### src/rtl/rtc_pkg.sv
package rtc_pkg;

	// Serial clock divider width. The half period of sclk is clk_div+2 cycles.
	localparam int CLK_DIV_W = 16;

	// Chip enable setup and hold, in system clock cycles.
	localparam int DEF_CE_SETUP = 8;
	localparam int DEF_CE_HOLD = 8;

	// Access kind as it appears in bit 0 of the command byte.
	localparam logic ACC_WRITE = 1'b0;
	localparam logic ACC_READ = 1'b1;

	// Command byte fields, MSB first on the wire.
	// The start bit must always be one or the chip ignores the access.
	typedef struct packed {
		logic       start;
		logic       ram_sel;
		logic [4:0] addr;
		logic       rd;
	} rtc_cmd_fields_s;

	// The sequencer fills the fields and the byte engine shifts the raw bits.
	typedef union packed {
		rtc_cmd_fields_s fields;
		logic [7:0]      raw;
	} rtc_cmd_u;

endpackage

### src/rtl/spi_byte_if.sv
`timescale 1ns/1ps

interface spi_byte_if;

	logic       start;
	logic [7:0] tx_byte;
	logic [7:0] rx_byte;
	logic       done;
	logic       busy;

	// Start is pulsed only while busy is low, and tx_byte is taken in that cycle.
	modport master (
		output start,
		output tx_byte,
		input  rx_byte,
		input  done,
		input  busy
	);

	modport engine (
		input  start,
		input  tx_byte,
		output rx_byte,
		output done,
		output busy
	);

endinterface

### src/rtl/ce_framer.sv
`timescale 1ns/1ps

module ce_framer #(
	parameter int CE_SETUP = rtc_pkg::DEF_CE_SETUP,
	parameter int CE_HOLD = rtc_pkg::DEF_CE_HOLD
) (
	input  logic clk,
	input  logic reset_n,
	input  logic open,
	input  logic close,
	output logic ce,
	output logic ready
);

	localparam int CNT_MAX = (CE_SETUP > CE_HOLD) ? CE_SETUP : CE_HOLD;
	localparam int CNT_W = $clog2(CNT_MAX + 1);

	logic [CNT_W-1:0] cnt;
	logic             closing;

	// One counter serves both setup and hold. A zero count means no wait is running.
	// Both counts are expected to be at least one.
	always_ff @(posedge clk or negedge reset_n) begin
		if (!reset_n) begin
			cnt <= '0;
			closing <= 1'b0;
			ce <= 1'b0;
			ready <= 1'b0;
		end else begin
			ready <= 1'b0;
			if (open) begin
				cnt <= CNT_W'(CE_SETUP);
				closing <= 1'b0;
				ce <= 1'b1;
			end else if (close) begin
				cnt <= CNT_W'(CE_HOLD);
				closing <= 1'b1;
			end else if (cnt != '0) begin
				cnt <= cnt - 1'b1;
				if (cnt == CNT_W'(1)) begin
					ready <= 1'b1;
					// Chip enable drops with the last ready of the access.
					if (closing) begin
						ce <= 1'b0;
					end
				end
			end
		end
	end

endmodule

### src/rtl/rtc_access_seq.sv
`timescale 1ns/1ps

module rtc_access_seq (
	input  logic        clk,
	input  logic        reset_n,
	input  logic        req,
	input  logic        write,
	input  logic        ram_sel,
	input  logic [4:0]  addr,
	input  logic [7:0]  wdata,
	spi_byte_if.master  bus,
	output logic        open,
	output logic        close,
	input  logic        ready,
	output logic        ack,
	output logic        busy,
	output logic [7:0]  rdata
);

	import rtc_pkg::*;

	localparam logic [2:0] S_IDLE = 3'd0;
	localparam logic [2:0] S_OPEN = 3'd1;
	localparam logic [2:0] S_CMD = 3'd2;
	localparam logic [2:0] S_GAP = 3'd3;
	localparam logic [2:0] S_DATA = 3'd4;
	localparam logic [2:0] S_CLOSE = 3'd5;

	logic [2:0] state;
	rtc_cmd_u   cmd;
	logic [7:0] wdata_q;

	assign busy = (state != S_IDLE);

	always_ff @(posedge clk) begin
		if (state == S_IDLE && req) begin
			cmd.fields.start <= 1'b1;
			cmd.fields.ram_sel <= ram_sel;
			cmd.fields.addr <= addr;
			cmd.fields.rd <= write ? ACC_WRITE : ACC_READ;
			wdata_q <= wdata;
		end
		if (state == S_OPEN && ready) begin
			bus.tx_byte <= cmd.raw;
		end else if (state == S_GAP && !bus.busy) begin
			// A read clocks out zeros while the chip drives its byte back.
			bus.tx_byte <= (cmd.fields.rd == ACC_READ) ? 8'h00 : wdata_q;
		end
	end

	always_ff @(posedge clk or negedge reset_n) begin
		if (!reset_n) begin
			state <= S_IDLE;
			open <= 1'b0;
			close <= 1'b0;
			bus.start <= 1'b0;
			ack <= 1'b0;
			rdata <= '0;
		end else begin
			open <= 1'b0;
			close <= 1'b0;
			bus.start <= 1'b0;
			ack <= 1'b0;
			case (state)
				S_IDLE: begin
					if (req) begin
						open <= 1'b1;
						state <= S_OPEN;
					end
				end
				S_OPEN: begin
					if (ready) begin
						bus.start <= 1'b1;
						state <= S_CMD;
					end
				end
				S_CMD: begin
					if (bus.done) begin
						state <= S_GAP;
					end
				end
				// The engine stays busy for its gap cycle after done.
				S_GAP: begin
					if (!bus.busy) begin
						bus.start <= 1'b1;
						state <= S_DATA;
					end
				end
				S_DATA: begin
					if (bus.done) begin
						close <= 1'b1;
						state <= S_CLOSE;
					end
				end
				S_CLOSE: begin
					if (ready) begin
						ack <= 1'b1;
						state <= S_IDLE;
						if (cmd.fields.rd == ACC_READ) begin
							rdata <= bus.rx_byte;
						end
					end
				end
				default: state <= S_IDLE;
			endcase
		end
	end

endmodule

### src/rtl/rtc_link.sv
`timescale 1ns/1ps

module rtc_link #(
	parameter int CE_SETUP = rtc_pkg::DEF_CE_SETUP,
	parameter int CE_HOLD = rtc_pkg::DEF_CE_HOLD
) (
	input  logic                         clk,
	input  logic                         reset_n,
	input  logic                         req,
	input  logic                         write,
	input  logic                         ram_sel,
	input  logic [4:0]                   addr,
	input  logic [7:0]                   wdata,
	input  logic [rtc_pkg::CLK_DIV_W-1:0] clk_div,
	output logic                         ack,
	output logic                         busy,
	output logic [7:0]                   rdata,
	output logic                         ce,
	output logic                         sclk,
	output logic                         sdo,
	input  logic                         sdi
);

	logic ce_open;
	logic ce_close;
	logic ce_ready;

	spi_byte_if byte_bus ();

	spi_byte_engine #(
		.CLK_DIV_W(rtc_pkg::CLK_DIV_W)
	) spi_byte_engine_i (
		.clk(clk),
		.reset_n(reset_n),
		.clk_div(clk_div),
		.bus(byte_bus.engine),
		.sclk(sclk),
		.sdo(sdo),
		.sdi(sdi)
	);

	ce_framer #(
		.CE_SETUP(CE_SETUP),
		.CE_HOLD(CE_HOLD)
	) ce_framer_i (
		.clk(clk),
		.reset_n(reset_n),
		.open(ce_open),
		.close(ce_close),
		.ce(ce),
		.ready(ce_ready)
	);

	rtc_access_seq rtc_access_seq_i (
		.clk(clk),
		.reset_n(reset_n),
		.req(req),
		.write(write),
		.ram_sel(ram_sel),
		.addr(addr),
		.wdata(wdata),
		.bus(byte_bus.master),
		.open(ce_open),
		.close(ce_close),
		.ready(ce_ready),
		.ack(ack),
		.busy(busy),
		.rdata(rdata)
	);

endmodule

### src/rtl/spi_byte_engine.sv
`timescale 1ns/1ps

module spi_byte_engine #(
	parameter int CLK_DIV_W = rtc_pkg::CLK_DIV_W
) (
	input  logic                 clk,
	input  logic                 reset_n,
	input  logic [CLK_DIV_W-1:0] clk_div,
	spi_byte_if.engine           bus,
	output logic                 sclk,
	output logic                 sdo,
	input  logic                 sdi
);

	localparam logic [2:0] S_IDLE = 3'd0;
	localparam logic [2:0] S_WAIT = 3'd1;
	localparam logic [2:0] S_EDGE = 3'd2;
	localparam logic [2:0] S_HALF = 3'd3;
	localparam logic [2:0] S_DONE = 3'd4;
	localparam logic [2:0] S_GAP = 3'd5;

	logic [2:0]           state;
	logic [2:0]           next_state;
	logic [CLK_DIV_W-1:0] div_cnt;
	logic [3:0]           edge_cnt;
	logic [7:0]           tx_shift;
	logic [7:0]           rx_shift;

	assign bus.done = (state == S_DONE);
	assign bus.busy = (state != S_IDLE);
	assign bus.rx_byte = rx_shift;
	assign sdo = tx_shift[7];

	// Divider runs through the wait state and the closing half period.
	always_ff @(posedge clk or negedge reset_n) begin
		if (!reset_n) begin
			div_cnt <= '0;
		end else if (state == S_WAIT || state == S_HALF) begin
			div_cnt <= div_cnt + 1'b1;
		end else begin
			div_cnt <= '0;
		end
	end

	always_ff @(posedge clk or negedge reset_n) begin
		if (!reset_n) begin
			edge_cnt <= '0;
		end else if (state == S_IDLE) begin
			edge_cnt <= '0;
		end else if (state == S_EDGE) begin
			edge_cnt <= edge_cnt + 1'b1;
		end
	end

	always_ff @(posedge clk or negedge reset_n) begin
		if (!reset_n) begin
			sclk <= 1'b0;
		end else if (state == S_EDGE) begin
			sclk <= ~sclk;
		end
	end

	// Even edges are rising ones, so sdi is taken there.
	// Odd edges fall and move the next bit onto sdo.
	always_ff @(posedge clk or negedge reset_n) begin
		if (!reset_n) begin
			rx_shift <= '0;
		end else if (state == S_IDLE && bus.start) begin
			rx_shift <= '0;
		end else if (state == S_EDGE && !edge_cnt[0]) begin
			rx_shift <= {rx_shift[6:0], sdi};
		end
	end

	always_ff @(posedge clk or negedge reset_n) begin
		if (!reset_n) begin
			tx_shift <= '0;
		end else if (state == S_IDLE && bus.start) begin
			tx_shift <= bus.tx_byte;
		end else if (state == S_EDGE && edge_cnt[0]) begin
			tx_shift <= {tx_shift[6:0], tx_shift[7]};
		end
	end

	always_ff @(posedge clk or negedge reset_n) begin
		if (!reset_n) begin
			state <= S_IDLE;
		end else begin
			state <= next_state;
		end
	end

	always_comb begin
		next_state = state;
		case (state)
			S_IDLE: if (bus.start) next_state = S_WAIT;
			S_WAIT: if (div_cnt == clk_div) next_state = S_EDGE;
			S_EDGE: next_state = (edge_cnt == 4'd15) ? S_HALF : S_WAIT;
			S_HALF: if (div_cnt == clk_div) next_state = S_DONE;
			S_DONE: next_state = S_GAP;
			S_GAP: next_state = S_IDLE;
			default: next_state = S_IDLE;
		endcase
	end

endmodule

### config.mk
export PLATFORM = sky130hd
export DESIGN_NAME = rtc_link
export DESIGN_NICKNAME = d
export VERILOG_FILES = /design/src/rtl/rtc_pkg.sv /design/src/rtl/spi_byte_if.sv /design/src/rtl/ce_framer.sv /design/src/rtl/rtc_access_seq.sv /design/src/rtl/rtc_link.sv /design/src/rtl/spi_byte_engine.sv
export SDC_FILE = /design/constraint.sdc
export NUM_CORES = 1
export LEC_CHECK = 0
export BUFFER_PORTS_ARGS = -buffer_cell sky130_fd_sc_hd__buf_2
export CAP_MARGIN = 20
export CORE_UTILIZATION = 25
export DETAILED_ROUTE_END_ITERATION = 8
export PLACE_DENSITY = 0.43
export RECOVER_POWER = 50
export SLEW_MARGIN = 0
export SYNTH_ARGS = -nofsm -noshare
export SYNTH_HDL_FRONTEND = slang
export SYNTH_SLANG_ARGS = --single-unit
### constraint.sdc
create_clock -name clk -period 3.3 [get_ports clk]
set_input_delay 0 -clock clk [delete_from_list [all_inputs] [get_ports clk]]
set_output_delay 0 -clock clk [all_outputs]
set_load 0.05 [all_outputs]
# Yosys cells after proc, flatten, opt, wreduce, memory -nomap -nowiden
# Index checks and enable logic that the tools add are counted.
totals:
  wordCells: 118
  inputBits: 35
  regBits: 85
  output_inout_bits: 13
classes:
  n_mux: 45
  n_reduce_logical: 27
  eq_ne: 22
  bitwise_logic: 1
  n_addsub: 3
ops:
  columns: ["op", "n"]
  rows:
  - ["$mux W8", 6]
  - ["$mux W3", 9]
  - ["$mux W4", 5]
  - ["$mux W1", 19]
  - ["$pmux W3 S6", 1]
  - ["$add A16 B1 Y16 const B", 1]
  - ["$eq A16 B16 Y1", 1]
  - ["$mux W16", 1]
  - ["$ne A2 B2 Y1 const B", 8]
  - ["$reduce_bool A2 Y1", 8]
  - ["$pmux W3 S5", 1]
  - ["$eq A3 B2 Y1 const B", 4]
  - ["$eq A3 B3 Y1 const B", 3]
  - ["$reduce_bool A3 Y1", 3]
  - ["$mux W7", 1]
  - ["$eq A3 B1 Y1 const B", 2]
  - ["$logic_and A1 B1 Y1", 6]
  - ["$logic_not A3 Y1", 2]
  - ["$reduce_and A3 Y1", 2]
  - ["$reduce_and A6 Y1", 1]
  - ["$add A4 B1 Y4 const B", 1]
  - ["$eq A4 B1 Y1 const B", 1]
  - ["$eq A4 B4 Y1 const B", 1]
  - ["$ne A2 B1 Y1 const B", 2]
  - ["other kinds (8)", 9]

# Longest topological paths before layout
# Gate-level depths: netlist of run 1.
depth:
  depth_word: 5
  mapped_depth: 7
  mapped_depth_nobuf: 6

# Modules after synthesis
# Synthesis of run 1 repeated with hierarchy kept, for this count alone.
hier_totals:
  hier_cells: 315
  hier_area_um2: 3766.1
by_module_without_submodules:
  columns: ["mod", "instances", "area_per_inst_um2", "seq_area_each_um2", "cells_each"]
  rows:
  - ["spi_byte_engine", 1, 1941.9, 1001.0, 183]
  - ["rtc_access_seq", 1, 1468.9, 1066.0, 100]
  - ["ce_framer", 1, 355.3, 175.2, 32]

# Worst setup path after synthesis of run 1
# No wires, ideal clock.
synth_timing:
  path_type: "register -> register"
  from: "reg rtc_access_seq_i.state[1]"
  to: "reg rtc_access_seq_i.cmd[0] (netlist name), enable pin"
  setup_time_ns: 0.434
  path_stages_with_launch: 3
  synth_period_minus_slack_ns: 2.728
  arrival_ns: 2.294
  slack_ns: 0.572
  required_time_ns: 2.866
  n_path_buf: 1
  cell_sequence: "dfrtp_1 > clkbuf_1 > nor4b_1"
synth_between:
  elab_chain_cells: 2
synth_rtl:
  columns: ["item", "line", "rtl"]
  rows:
  - ["start: declaration", "rtc_access_seq.sv:29", "logic [2:0] state;"]
  - ["start signal: assignment", "rtc_access_seq.sv:53", "state <= S_IDLE;"]
  - ["start signal: assignment", "rtc_access_seq.sv:68", "state <= S_OPEN;"]
  - ["start signal: assignment", "rtc_access_seq.sv:74", "state <= S_CMD;"]
  - ["$logic_not A3 Y1", "rtc_access_seq.sv:36", "if (state == S_IDLE && req) begin"]
  - ["$logic_and A1 B1 Y1", "rtc_access_seq.sv:36", null]
  - ["end: declaration", "rtc_access_seq.sv:30", "rtc_cmd_u cmd;"]
# Every way passes these cells.
# A chain may end at the register's enable or synchronous reset.

# Worst setup path after layout of run 1
layout_timing:
  from: "reg spi_byte_engine_i.state[2]"
  to: "reg spi_byte_engine_i.rx_shift[4] (netlist: spi_byte_engine_i.bus.rx_byte[4])"
layout_between:
  elab_chain_cells: 3
  word_cells_on_any_way: 6
  cone_classes: "eq/ne: 1; mux: 1; reduce/logical: 4"
layout_rtl:
  columns: ["item", "line", "rtl"]
  rows:
  - ["start: declaration", "spi_byte_engine.sv:22", "logic [2:0] state;"]
  - ["start signal: assignment", "spi_byte_engine.sv:89", "state <= next_state;"]
  - ["$eq A3 B2 Y1 or $logic_not A3 Y1 (tied branches)", "spi_byte_engine.sv:70, spi_byte_engine.sv:68", null]
  - ["$logic_and A1 B1 Y1 (on tied branches)", "spi_byte_engine.sv:70, spi_byte_engine.sv:68", null]
  - ["$reduce_bool A2 Y1 (no line) or $mux W8 (tied branches)", null, null]
  - ["end signal: assignment", "spi_byte_engine.sv:71", "rx_shift <= {rx_shift[6:0], sdi};"]
  - ["end: declaration", "spi_byte_engine.sv:27", "logic [7:0] rx_shift;"]
# Several ways; a longest one is shown, not always the timed one.

==> results.py, run 1 <==
metrics = {
    "global_route": {
        "grt_pass1_wl_um": 12600,
        "grt_pass1_vias": 2524,
        "grt_overflow": 0,
        "grt_max_degree": 34,
        "antenna_found_initial": 0,
        "grt_use_total_pct": 10.2,
    },
    "sta": {
        "finalSetupTns_ns": 0,
        "grt_setup_unrepaired": "false",
        "finalMaxSlewViolations": 31,
        "finalSetupViolCount": 0,
        "slew_headroom_pct": -18.9,
        "hold_slack_ns": 0.0490,
        "period_needed_ns": 2.17,
        "tightest_slew_ns": 1.78,
        "setup_slack_ns": 1.13,
        "layout_worst_path_cycle_share_pct": 65.8,
        "fin_skew_ns": 0.00343,
        "hold_violations": 0,
        "clock.fmax_mhz": 460,
    },
    "placed_design": {
        "dpl.hpwl_um": 5130,
        "dp_slack_ns": 1.33,
        "place.port_buffers": 47,
        "place_congestion": 0.718,
        "dp.cells": 548,
    },
    "synthesis": {
        "synth-seq-cells": 85,
        "syn-num-nets": 368,
        "synth_most_common_cell": "dfrtp_1",
        "synth_mux_area_share_pct": 5.59,
        "synthCells": 328,
        "yosysWarnings": 0,
        "synth_xor_area_share_pct": 6.41,
        "synth.avg_cell_area_um2": 11.7,
        "synth_simple_gate_area_share_pct": 15.6,
        "synth_top_area_share_pct": 40.5,
        "synthArstFlopShare_pct": 72.9,
        "ys_seq_area_share_pct": 58.6,
        "synth_area_um2": 3830,
        "yosysTopAreaCell": "dfrtp_1",
        "synth_common_cells": "62 x dfrtp_1, 32 x nor2_1, 25 x nand2_1",
        "ys_top_cells_by_area": "dfrtp_1 41%, edfxtp_1 18%, xor2_1 4.8%",
        "ys.flop_type": "dfrtp_1",
        "synth_compound_area_share_pct": 9.28,
        "yosysUniqueCellTypes": 40,
        "synth_top_family_by_area": "simple AND/OR/NAND/NOR gates",
        "yosys.area_share.adder_pct": 1.63,
        "synth-edff-count": 23,
    },
    "route": {
        "drt_iter0_markers": 71,
        "vias_per_cell": 4.32,
        "first_pass_iters": 4,
        "vias": 2508,
        "routed_wl_um": 7380,
        "wl_per_cell_um": 12.7,
        "drcViolationCount": 0,
        "detail-route-antenna-nets": 0,
    },
    "cts": {
        "clock_sinks": 85,
        "cts_hold_buf": 17,
        "worstSkewPairLatency_ns": 0.33,
        "post_cts_buffers": 0,
        "cts-buffers-inserted": 9,
        "clkSlewWorstSetupHoldPaths_ns": 0.06,
        "cts_max_level": 3,
        "cts_tree": "yes",
        "ctsResizeCount": 0,
        "cts_root_buffer": "clkbuf_16",
        "clockBufferDepth": 2,
    },
    "pwr": {
        "pwr_density_cell_nw_per_um2": 578,
        "ir_drop_v": 0.000211,
        "power.leakage_nw": 2.03,
        "fin_total_pwr_mw": 2.72,
    },
    "worst_setup_path": {
        "worstSetupStartpointType": "register",
        "critical-path-max-stage-delay_ns": 0.61,
        "r2r-start": "spi_byte_engine_i.state[2]",
        "crit_required_ns": 3.52,
        "critPathArrivalTime_ns": 2.39,
        "reg2reg_depth": 4,
        "worstSetupEndpointType": "register",
        "crit_fanout": 11,
        "crit_buf_inv": 0,
        "r2r-end": "spi_byte_engine_i.bus.rx_byte[4]",
        "critical_path_class": "register to register",
        "cp_cell_sequence": "or2_0 -> nor3b_4 -> nor2_1 -> a22o_1",
        "worstSetupStartpoint": "spi_byte_engine_i.state[2]",
        "crit_cells": 4,
        "reg2reg_slack_ns": 1.13,
        "crit_family": "simple AND/OR/NAND/NOR gates",
        "cp-endpoint": "spi_byte_engine_i.bus.rx_byte[4]",
        "cp_slowest_cell": "nor3b_4",
    },
    "floorplanning": {
        "die_w_um": 126,
        "rows": 44,
        "ios": 48,
        "start_util_pct": 25.9,
        "chipHeight_um": 126,
        "core_area_um2": 14800,
        "design.die.area_um2": 15800,
    },
    "final_layout": {
        "seq_area_um2": 2240,
        "drive_gt1_share_pct": 18.1,
        "area_growth_syn_to_layout_pct": 22.9,
        "final_cell_count_no_fill": 581,
        "num-fill-cells": 1493,
        "num_antenna_cells": 0,
        "multiInputGateArea_um2": 1480,
        "final_nets": 432,
    },
    "outcome": {
        "violations": "max-capacitance violations, max-slew violations",
        "outcome": "finished, violations left",
    },
    "worst_hold_path": {
        "hold_path.class": "primary input to register",
    },
    "flow_run": {
        "cap_violations": 1,
    },
}
-- worst reg2reg max path, stage by stage (launching register included) --
cell and delay (ns):
dfrtp_1 0.45, or2_0 0.50, nor3b_4 0.61, nor2_1 0.25, a22o_1 0.24
-- cell families (layout without fill, tap and decap cells) --
logic type / after synthesis / in the layout
simple gates: 115 / 115
flops: 85 / 85
compound gates: 52 / 52
xor+xnor: 28 / 28
buf+inv: 23 / 92
mux: 20 / 20
fa+ha+maj: 5 / 5
-- cells in the final DEF (no fill, tap or decap), drive strengths merged, types with 2 or more instances in the layout --
cell,Yosys,final
nand3,5,5
dlygate4sd3,0,17
nor4,6,6
inv,9,10
o21ai,17,17
and3,4,4
nor2,32,32
edfxtp,23,23
a21oi,15,15
a21o,2,2
clkinv,0,4
mux2,11,11
or3,7,7
nand4,6,6
and4,3,3
a22o,10,10
nand2b,10,10
xor2,21,21
buf,4,36
mux2i,9,9
clkbuf,10,24
and2,2,2
nor3,9,9
nor3b,2,2
dfrtp,62,62
nand2,25,25
xnor2,7,7
ha,5,5
-- area by class of cell --
type | instances | area share, %
sequential | 85 | 47.7
tap | 184 | 4.90
clock buffer | 10 | 5.08
clock inverter | 6 | 1.49
multi-input combinational | 220 | 31.5
inverter | 9 | 0.718
timing repair buffer | 67 | 8.67
-- power by group --
part / total (mW) / internal [mW] / switching [mW] / leakage (nW)
Sequential: 1.31 / 1.19 / 0.122 / 1.03
Combinational: 0.376 / 0.179 / 0.197 / 0.841
Clock: 1.03 / 0.612 / 0.419 / 0.153
Total: 2.72 / 1.98 / 0.738 / 2.03
-- routing by layer --
metal	track usage, %	up-vias	wire length, µm
met5	0	-	0
met4	3.61	0	36
met3	3.06	2	277
met2	14.6	43	3240
met1	14.4	1174	3830
li1	-	1289	-
-- worst min path at each step --
stage,startpoint,end,depth (start not counted)
after global routing,req,rtc_access_seq_i.state[0],3
after detailed placement,reset_n,spi_byte_engine_i.div_cnt[14],1
after floorplan,reset_n,ce_framer_i.ce,0
final,req,rtc_access_seq_i.state[0],3
after CTS,req,rtc_access_seq_i.state[0],3
after global placement,reset_n,spi_byte_engine_i.div_cnt[12],1
-- sequential cells by signal (all words and copies together) (netlist names) --
| name | count |
|---|---|
| ce_framer_i.ce | 1 |
| rtc_access_seq_i.rdata | 8 |
| ce_framer_i.closing | 1 |
| spi_byte_engine_i.tx_shift | 8 |
| ce_framer_i.ready | 1 |
| spi_byte_engine_i.state | 3 |
| spi_byte_engine_i.div_cnt | 16 |
| rtc_access_seq_i.close | 1 |
| ce_framer_i.cnt | 4 |
| rtc_access_seq_i.open | 1 |
| rtc_access_seq_i.state | 3 |
| spi_byte_engine_i.sclk | 1 |
| rtc_access_seq_i.ack | 1 |
| spi_byte_engine_i.edge_cnt | 4 |
| rtc_access_seq_i.cmd | 7 |
| rtc_access_seq_i.bus.start | 1 |
| rtc_access_seq_i.bus.tx_byte | 8 |
| rtc_access_seq_i.wdata_q | 8 |
| spi_byte_engine_i.bus.rx_byte | 8 |
-- metrics by stage --
step,area (µm²),utilization (%)
3_5_place_dp,4250,28.8
6_report,4700,31.9
5_1_grt,4700,31.9
2_1_floorplan,3830,-
3_3_place_gp,4250,28.8
4_1_cts,4720,32.0
Power figures use the tool's default switching activity.
==> run 2: changes to the inputs <==
--- a/config.mk
+++ b/config.mk
@@ -9,7 +9,7 @@
 export CAP_MARGIN = 20
 export CORE_UTILIZATION = 25
 export DETAILED_ROUTE_END_ITERATION = 8
-export PLACE_DENSITY = 0.43
+export PLACE_DENSITY = 0.44
 export RECOVER_POWER = 50
 export SLEW_MARGIN = 0
 export SYNTH_ARGS = -nofsm -noshare
==> constraint.sdc (replaced) <==
create_clock -name clk -period 1.9 [get_ports clk]
set_input_delay 0 -clock clk [delete_from_list [all_inputs] [get_ports clk]]
set_output_delay 0 -clock clk [all_outputs]
set_load 0.05 [all_outputs]
==> results.py, run 2 (synthesized netlist as in run 1, its figures left out) <==
metrics = {
    "outcome": {
        "outcome": "complete, no violations",
    },
    "floorplanning": {
        "design.die.area_um2": 15800,
        "rows": 44,
        "ios": 48,
        "die_w_um": 126,
        "start_util_pct": 25.9,
        "core_area_um2": 14800,
        "chipHeight_um": 126,
    },
    "worst_setup_path": {
        "worstSetupStartpoint": "spi_byte_engine_i.div_cnt[6]",
        "critical_path_class": "register to register",
        "worstSetupEndpointType": "register",
        "critPathArrivalTime_ns": 1.99,
        "crit_fanout": 6,
        "r2r-end": "spi_byte_engine_i.state[1]",
        "worstSetupStartpointType": "register",
        "cp-endpoint": "spi_byte_engine_i.state[1]",
        "r2r-start": "spi_byte_engine_i.div_cnt[6]",
        "reg2reg_slack_ns": 0.13,
        "reg2reg_depth": 4,
        "crit_required_ns": 2.12,
    },
    "final_layout": {
        "final_nets": 441,
        "area_growth_syn_to_layout_pct": 25.0,
        "drive_gt1_share_pct": 20.0,
        "layout_common_cells": "62 x dfrtp_1, 34 x buf_2, 31 x nor2_1",
        "largest_reg_flops": 16,
        "num_antenna_cells": 0,
        "layout_commonest_cell": "dfrtp_1",
        "regMostFlops": "spi_byte_engine_i.div_cnt",
        "num-fill-cells": 1518,
    },
    "cts": {
        "cts_root_buffer": "clkbuf_16",
        "cts-buffers-inserted": 9,
        "clkSlewWorstSetupHoldPaths_ns": 0.06,
        "clock_sinks": 85,
        "worstSkewPairLatency_ns": 0.34,
        "cts_max_level": 3,
        "clockBufferDepth": 2,
        "cts_tree": "yes",
    },
    "sta": {
        "finalSetupViolCount": 0,
        "period_needed_ns": 1.77,
        "hold_violations": 0,
        "setup_slack_ns": 0.130,
        "finalMaxSlewViolations": 0,
        "tightest_slew_ns": 1.49,
        "grt_setup_unrepaired": "false",
        "clock.fmax_mhz": 565,
        "slew_headroom_pct": 0.500,
        "finalSetupTns_ns": 0,
        "layout_worst_path_cycle_share_pct": 93.2,
        "fin_skew_ns": 0.00643,
    },
    "global_route": {
        "grt_max_degree": 27,
        "grt_use_total_pct": 10.5,
        "antenna_found_initial": 0,
        "grt_pass1_wl_um": 12900,
        "grt_overflow": 0,
        "grt_pass1_vias": 2656,
    },
    "route": {
        "drcViolationCount": 0,
        "vias": 2587,
        "wl_per_cell_um": 12.7,
        "drt_iter0_markers": 96,
        "routed_wl_um": 7520,
        "first_pass_iters": 4,
        "detail-route-antenna-nets": 0,
        "vias_per_cell": 4.38,
    },
    "placed_design": {
        "dpl.hpwl_um": 5340,
        "dp_slack_ns": 0.133,
        "place.port_buffers": 47,
        "place_congestion": 0.744,
    },
    "pwr": {
        "fin_total_pwr_mw": 4.70,
        "ir_drop_v": 0.000446,
        "power.leakage_nw": 2.08,
        "pwr_density_cell_nw_per_um2": 982,
    },
    "flow_run": {
        "cap_violations": 0,
    },
    "worst_hold_path": {
        "hold_path.class": "primary input to register",
    },
}
-- run 2: final cells by class --
class	count	area [µm²]	area share, %
Clock buffer	10	229	4.79
Clock inverter	6	68.8	1.44
Sequential cell	85	2240	46.9
Inverter	9	33.8	0.706
Tap cell	184	230	4.81
Multi-Input combinational cell	220	1490	31.2
Timing Repair Buffer	76	488	10.2
-- run 2: how the worst min path moves through the flow --
stage,to,cells past startpoint,startpoint
2_1_floorplan,ce_framer_i.ce,0,reset_n
3_3_place_gp,ce_framer_i.cnt[1],1,reset_n
3_5_place_dp,ce_framer_i.cnt[0],1,reset_n
4_1_cts,rtc_access_seq_i.state[0],3,req
5_1_grt,rtc_access_seq_i.state[0],3,req
6_report,rtc_access_seq_i.state[0],3,req
-- run 2: layer usage --
layer	wire length, µm	part of all wire, %	global-route usage, %	vias up
met2	3380	45	15.9	41
met1	3660	49	13.5	1223
met3	235	3.1	2.21	13
met5	0	0	0	-
li1	-	-	-	1310
met4	235	3.1	7.30	0
-- run 2: power breakdown --
group	internal [mW]	switching, mW	total, mW	leakage (nW)
clock	1.03	0.724	1.75	0.145
combinational	0.330	0.360	0.690	0.901
sequential	2.06	0.193	2.26	1.03
-- run 2: worst max-delay path, stage by stage (launching register included) --
cell and delay, ns:
dfrtp_1 0.45, xor2_1 0.19, nor4_1 0.47, a41oi_1 0.22
mux2_2 0.32
-- run 2: what timing repair did --
action | 4_1_cts | 5_1_grt
setup endpoints to repair | 0 | 4
hold buffers | 17 | 0
resized for setup | 0 | 1
endpoints found under the hold margin | 40 | 0
setup buffers | 0 | 0
-- run 2: through the flow --
step	utilization, %	area [µm²]	hold WS [ns]	cells
finish	32.4	4780	0.0462	590
global route	32.4	4780	0.0490	590
floorplan	-	3840	-0.296	328
global placement	29.4	4330	0.0492	557
CTS	32.5	4800	0.0261	590
detailed placement	29.4	4330	0.0602	557
==> run 3: changes to the inputs <==
--- a/config.mk
+++ b/config.mk
@@ -5,6 +5,7 @@
 export SDC_FILE = /design/constraint.sdc
 export NUM_CORES = 1
 export LEC_CHECK = 0
+export ABC_AREA = 1
 export BUFFER_PORTS_ARGS = -buffer_cell sky130_fd_sc_hd__buf_2
 export CAP_MARGIN = 20
 export CORE_UTILIZATION = 25
==> results.py, run 3 <==
metrics = {
    "outcome": {
        "outcome": "complete, no violations",
    },
    "synthesis": {
        "synth-seq-cells": 85,
        "synth_top_area_share_pct": 38.3,
        "synth_common_cells": "105 x nand2_1, 66 x inv_1, 62 x dfrtp_1",
        "ys.flop_type": "dfrtp_1",
        "synth_area_um2": 4050,
        "yosysWarnings": 0,
        "synthArstFlopShare_pct": 72.9,
        "yosysTopAreaCell": "dfrtp_1",
        "synth_most_common_cell": "nand2_1",
        "synth.avg_cell_area_um2": 8.90,
        "ys_top_cells_by_area": "dfrtp_1 38%, edfxtp_1 17%, nand2_1 9.7%",
        "syn-num-nets": 495,
        "yosysUniqueCellTypes": 34,
        "synth-edff-count": 23,
        "ys_seq_area_share_pct": 55.4,
        "synthCells": 455,
    },
    "final_layout": {
        "drive_gt1_share_pct": 17.5,
        "seq_area_um2": 2240,
        "num-fill-cells": 1681,
        "multiInputGateArea_um2": 1490,
        "largest_reg_flops": 16,
        "num_antenna_cells": 0,
        "area_growth_syn_to_layout_pct": 23.7,
        "final_nets": 571,
        "layout_common_cells": "105 x nand2_1, 66 x inv_1, 62 x dfrtp_1",
        "post-route-util_pct": 31.6,
        "regMostFlops": "spi_byte_engine_i.div_cnt",
        "layout_commonest_cell": "nand2_1",
    },
    "floorplanning": {
        "design.die.area_um2": 16700,
        "chipHeight_um": 129,
        "ios": 48,
        "die_w_um": 129,
        "core_area_um2": 15800,
        "start_util_pct": 25.6,
        "rows": 46,
    },
    "pwr": {
        "ir_drop_v": 0.000622,
        "pwr_density_cell_nw_per_um2": 1230,
        "power.leakage_nw": 2.33,
    },
    "sta": {
        "slew_headroom_pct": 44.7,
        "finalSetupViolCount": 0,
        "tightest_slew_ns": 0.829,
        "hold_violations": 0,
        "finalSetupTns_ns": 0,
        "layout_worst_path_cycle_share_pct": 85.2,
        "clock.fmax_mhz": 617,
        "fin_skew_ns": 0.00447,
        "hold_slack_ns": 0.141,
        "finalMaxSlewViolations": 0,
        "period_needed_ns": 1.62,
        "grt_setup_unrepaired": "false",
    },
    "cts": {
        "cts-buffers-inserted": 9,
        "worstSkewPairLatency_ns": 0.33,
        "post_cts_buffers": 0,
        "cts_max_level": 3,
        "cts_tree": "yes",
        "clkSlewWorstSetupHoldPaths_ns": 0.06,
        "clockBufferDepth": 2,
        "clock_sinks": 85,
        "cts_root_buffer": "clkbuf_16",
    },
    "worst_setup_path": {
        "critical-path-max-stage-delay_ns": 0.43,
        "worstSetupStartpointType": "register",
        "crit_family": "simple AND/OR/NAND/NOR gates",
        "cp_cell_sequence": "inv_1 -> nand2_2 -> nor3b_1 -> nand2_4 -> nand2_1 -> o21ai_2",
        "worstSetupEndpointType": "register",
        "crit_required_ns": 2.12,
        "critical_path_class": "register to register",
        "reg2reg_slack_ns": 0.28,
        "critPathArrivalTime_ns": 1.84,
        "crit_fanout": 16,
        "cp_slowest_cell": "nor3b_1",
        "crit_buf_inv": 1,
    },
    "route": {
        "detail-route-antenna-nets": 0,
        "vias_per_cell": 4.10,
        "routed_wl_um": 8060,
        "vias": 3080,
        "wl_per_cell_um": 10.7,
        "drt_iter0_markers": 118,
        "drcViolationCount": 0,
        "first_pass_iters": 4,
    },
    "placed_design": {
        "place.port_buffers": 47,
        "dpl.hpwl_um": 5850,
        "place_congestion": 0.806,
    },
    "global_route": {
        "antenna_found_initial": 0,
        "grt_pass1_vias": 2978,
        "grt_max_degree": 33,
        "grt_overflow": 0,
        "grt_pass1_wl_um": 14000,
        "grt_use_total_pct": 10.7,
    },
    "worst_hold_path": {
        "hold_path.class": "primary input to register",
    },
    "flow_run": {
        "cap_violations": 0,
    },
}
[run 3: changes by cell type after synthesis, sizes merged, moves of 8 or more]
cell and change:
mux2i -9, a22o -10, nand2 +92, xor2 -18, nor2 +24, nand3 +14, inv +63, clkbuf -10
o21ai +32, o22ai +8, nand2b -10, mux2 -11
[run 3: cell type report]
type                       count  area share [%]
sequential                    85            44.8
clock inverter                 6            1.27
inverter                      74            5.55
multi-input combinational    292            29.7
tap                          216            5.40
clock buffer                  10            4.57
timing repair buffer          69            8.72
[run 3: what timing repair did]
action | in CTS | in global routing
endpoints found under the hold margin | 78 | 0
hold buffers | 17 | 0
resized for setup | 0 | 0
[run 3: worst paths after layout]
| check | from | end | cells after the start |
|---|---|---|---|
| min in group asynchronous | reset_n | rtc_access_seq_i.rdata[1] | 2 |
| min reg2reg | ce_framer_i.closing | ce_framer_i.ce | 1 |
| min | req | rtc_access_seq_i.open | 4 |
| max in group asynchronous | reset_n | ce_framer_i.cnt[1] | 3 |
| max | rtc_access_seq_i.state[1] | rtc_access_seq_i.rdata[0] | 6 |
| max reg2reg | rtc_access_seq_i.state[1] | rtc_access_seq_i.rdata[0] | 6 |
[run 3: per-stage QoR]
step / area (µm²) / total power [mW] / setup WS (ns) / instances
floorplan: 4050 / 4.01 / 0.000596 / 455
CTS: 5040 / 6.28 / 0.332 / 752
global placement: 4580 / 4.43 / 0.423 / 719
finish: 5010 / 6.15 / 0.280 / 752
detailed placement: 4580 / 4.48 / 0.357 / 719
global route: 5010 / 6.63 / 0.113 / 752
[run 3: logic make-up after synthesis]
| kind of cell | share of synthesized area, % |
|---|---|
| compound gates | 11.0 |
| xor+xnor | 1.08 |
| fa+ha+maj | 1.54 |
| buf+inv | 7.66 |
| flops | 55.4 |
| simple gates | 23.4 |
[run 3: routing by layer]
layer  track usage (%)  vias to the layer above  routed length (µm)
li1                  -                     1610                   -
met1              14.1                     1413                3980
met2              17.0                       47                3670
met3              2.27                       10                 292
met4              4.98                        0                 125
met5                 0                        -                   0
[run 3: tightest hold or removal path, cell delays in order]
cell	delay [ns]
buf_2	0.09
inv_1	0.08
nor2_2	0.04
buf_4	0.19
[run 3: report_power, final]
part	internal [mW]	total [mW]	switching, mW
sequential	2.34	2.60	0.263
combinational	0.597	1.82	1.23
clock	1.02	1.73	0.711
total	3.95	6.15	2.20
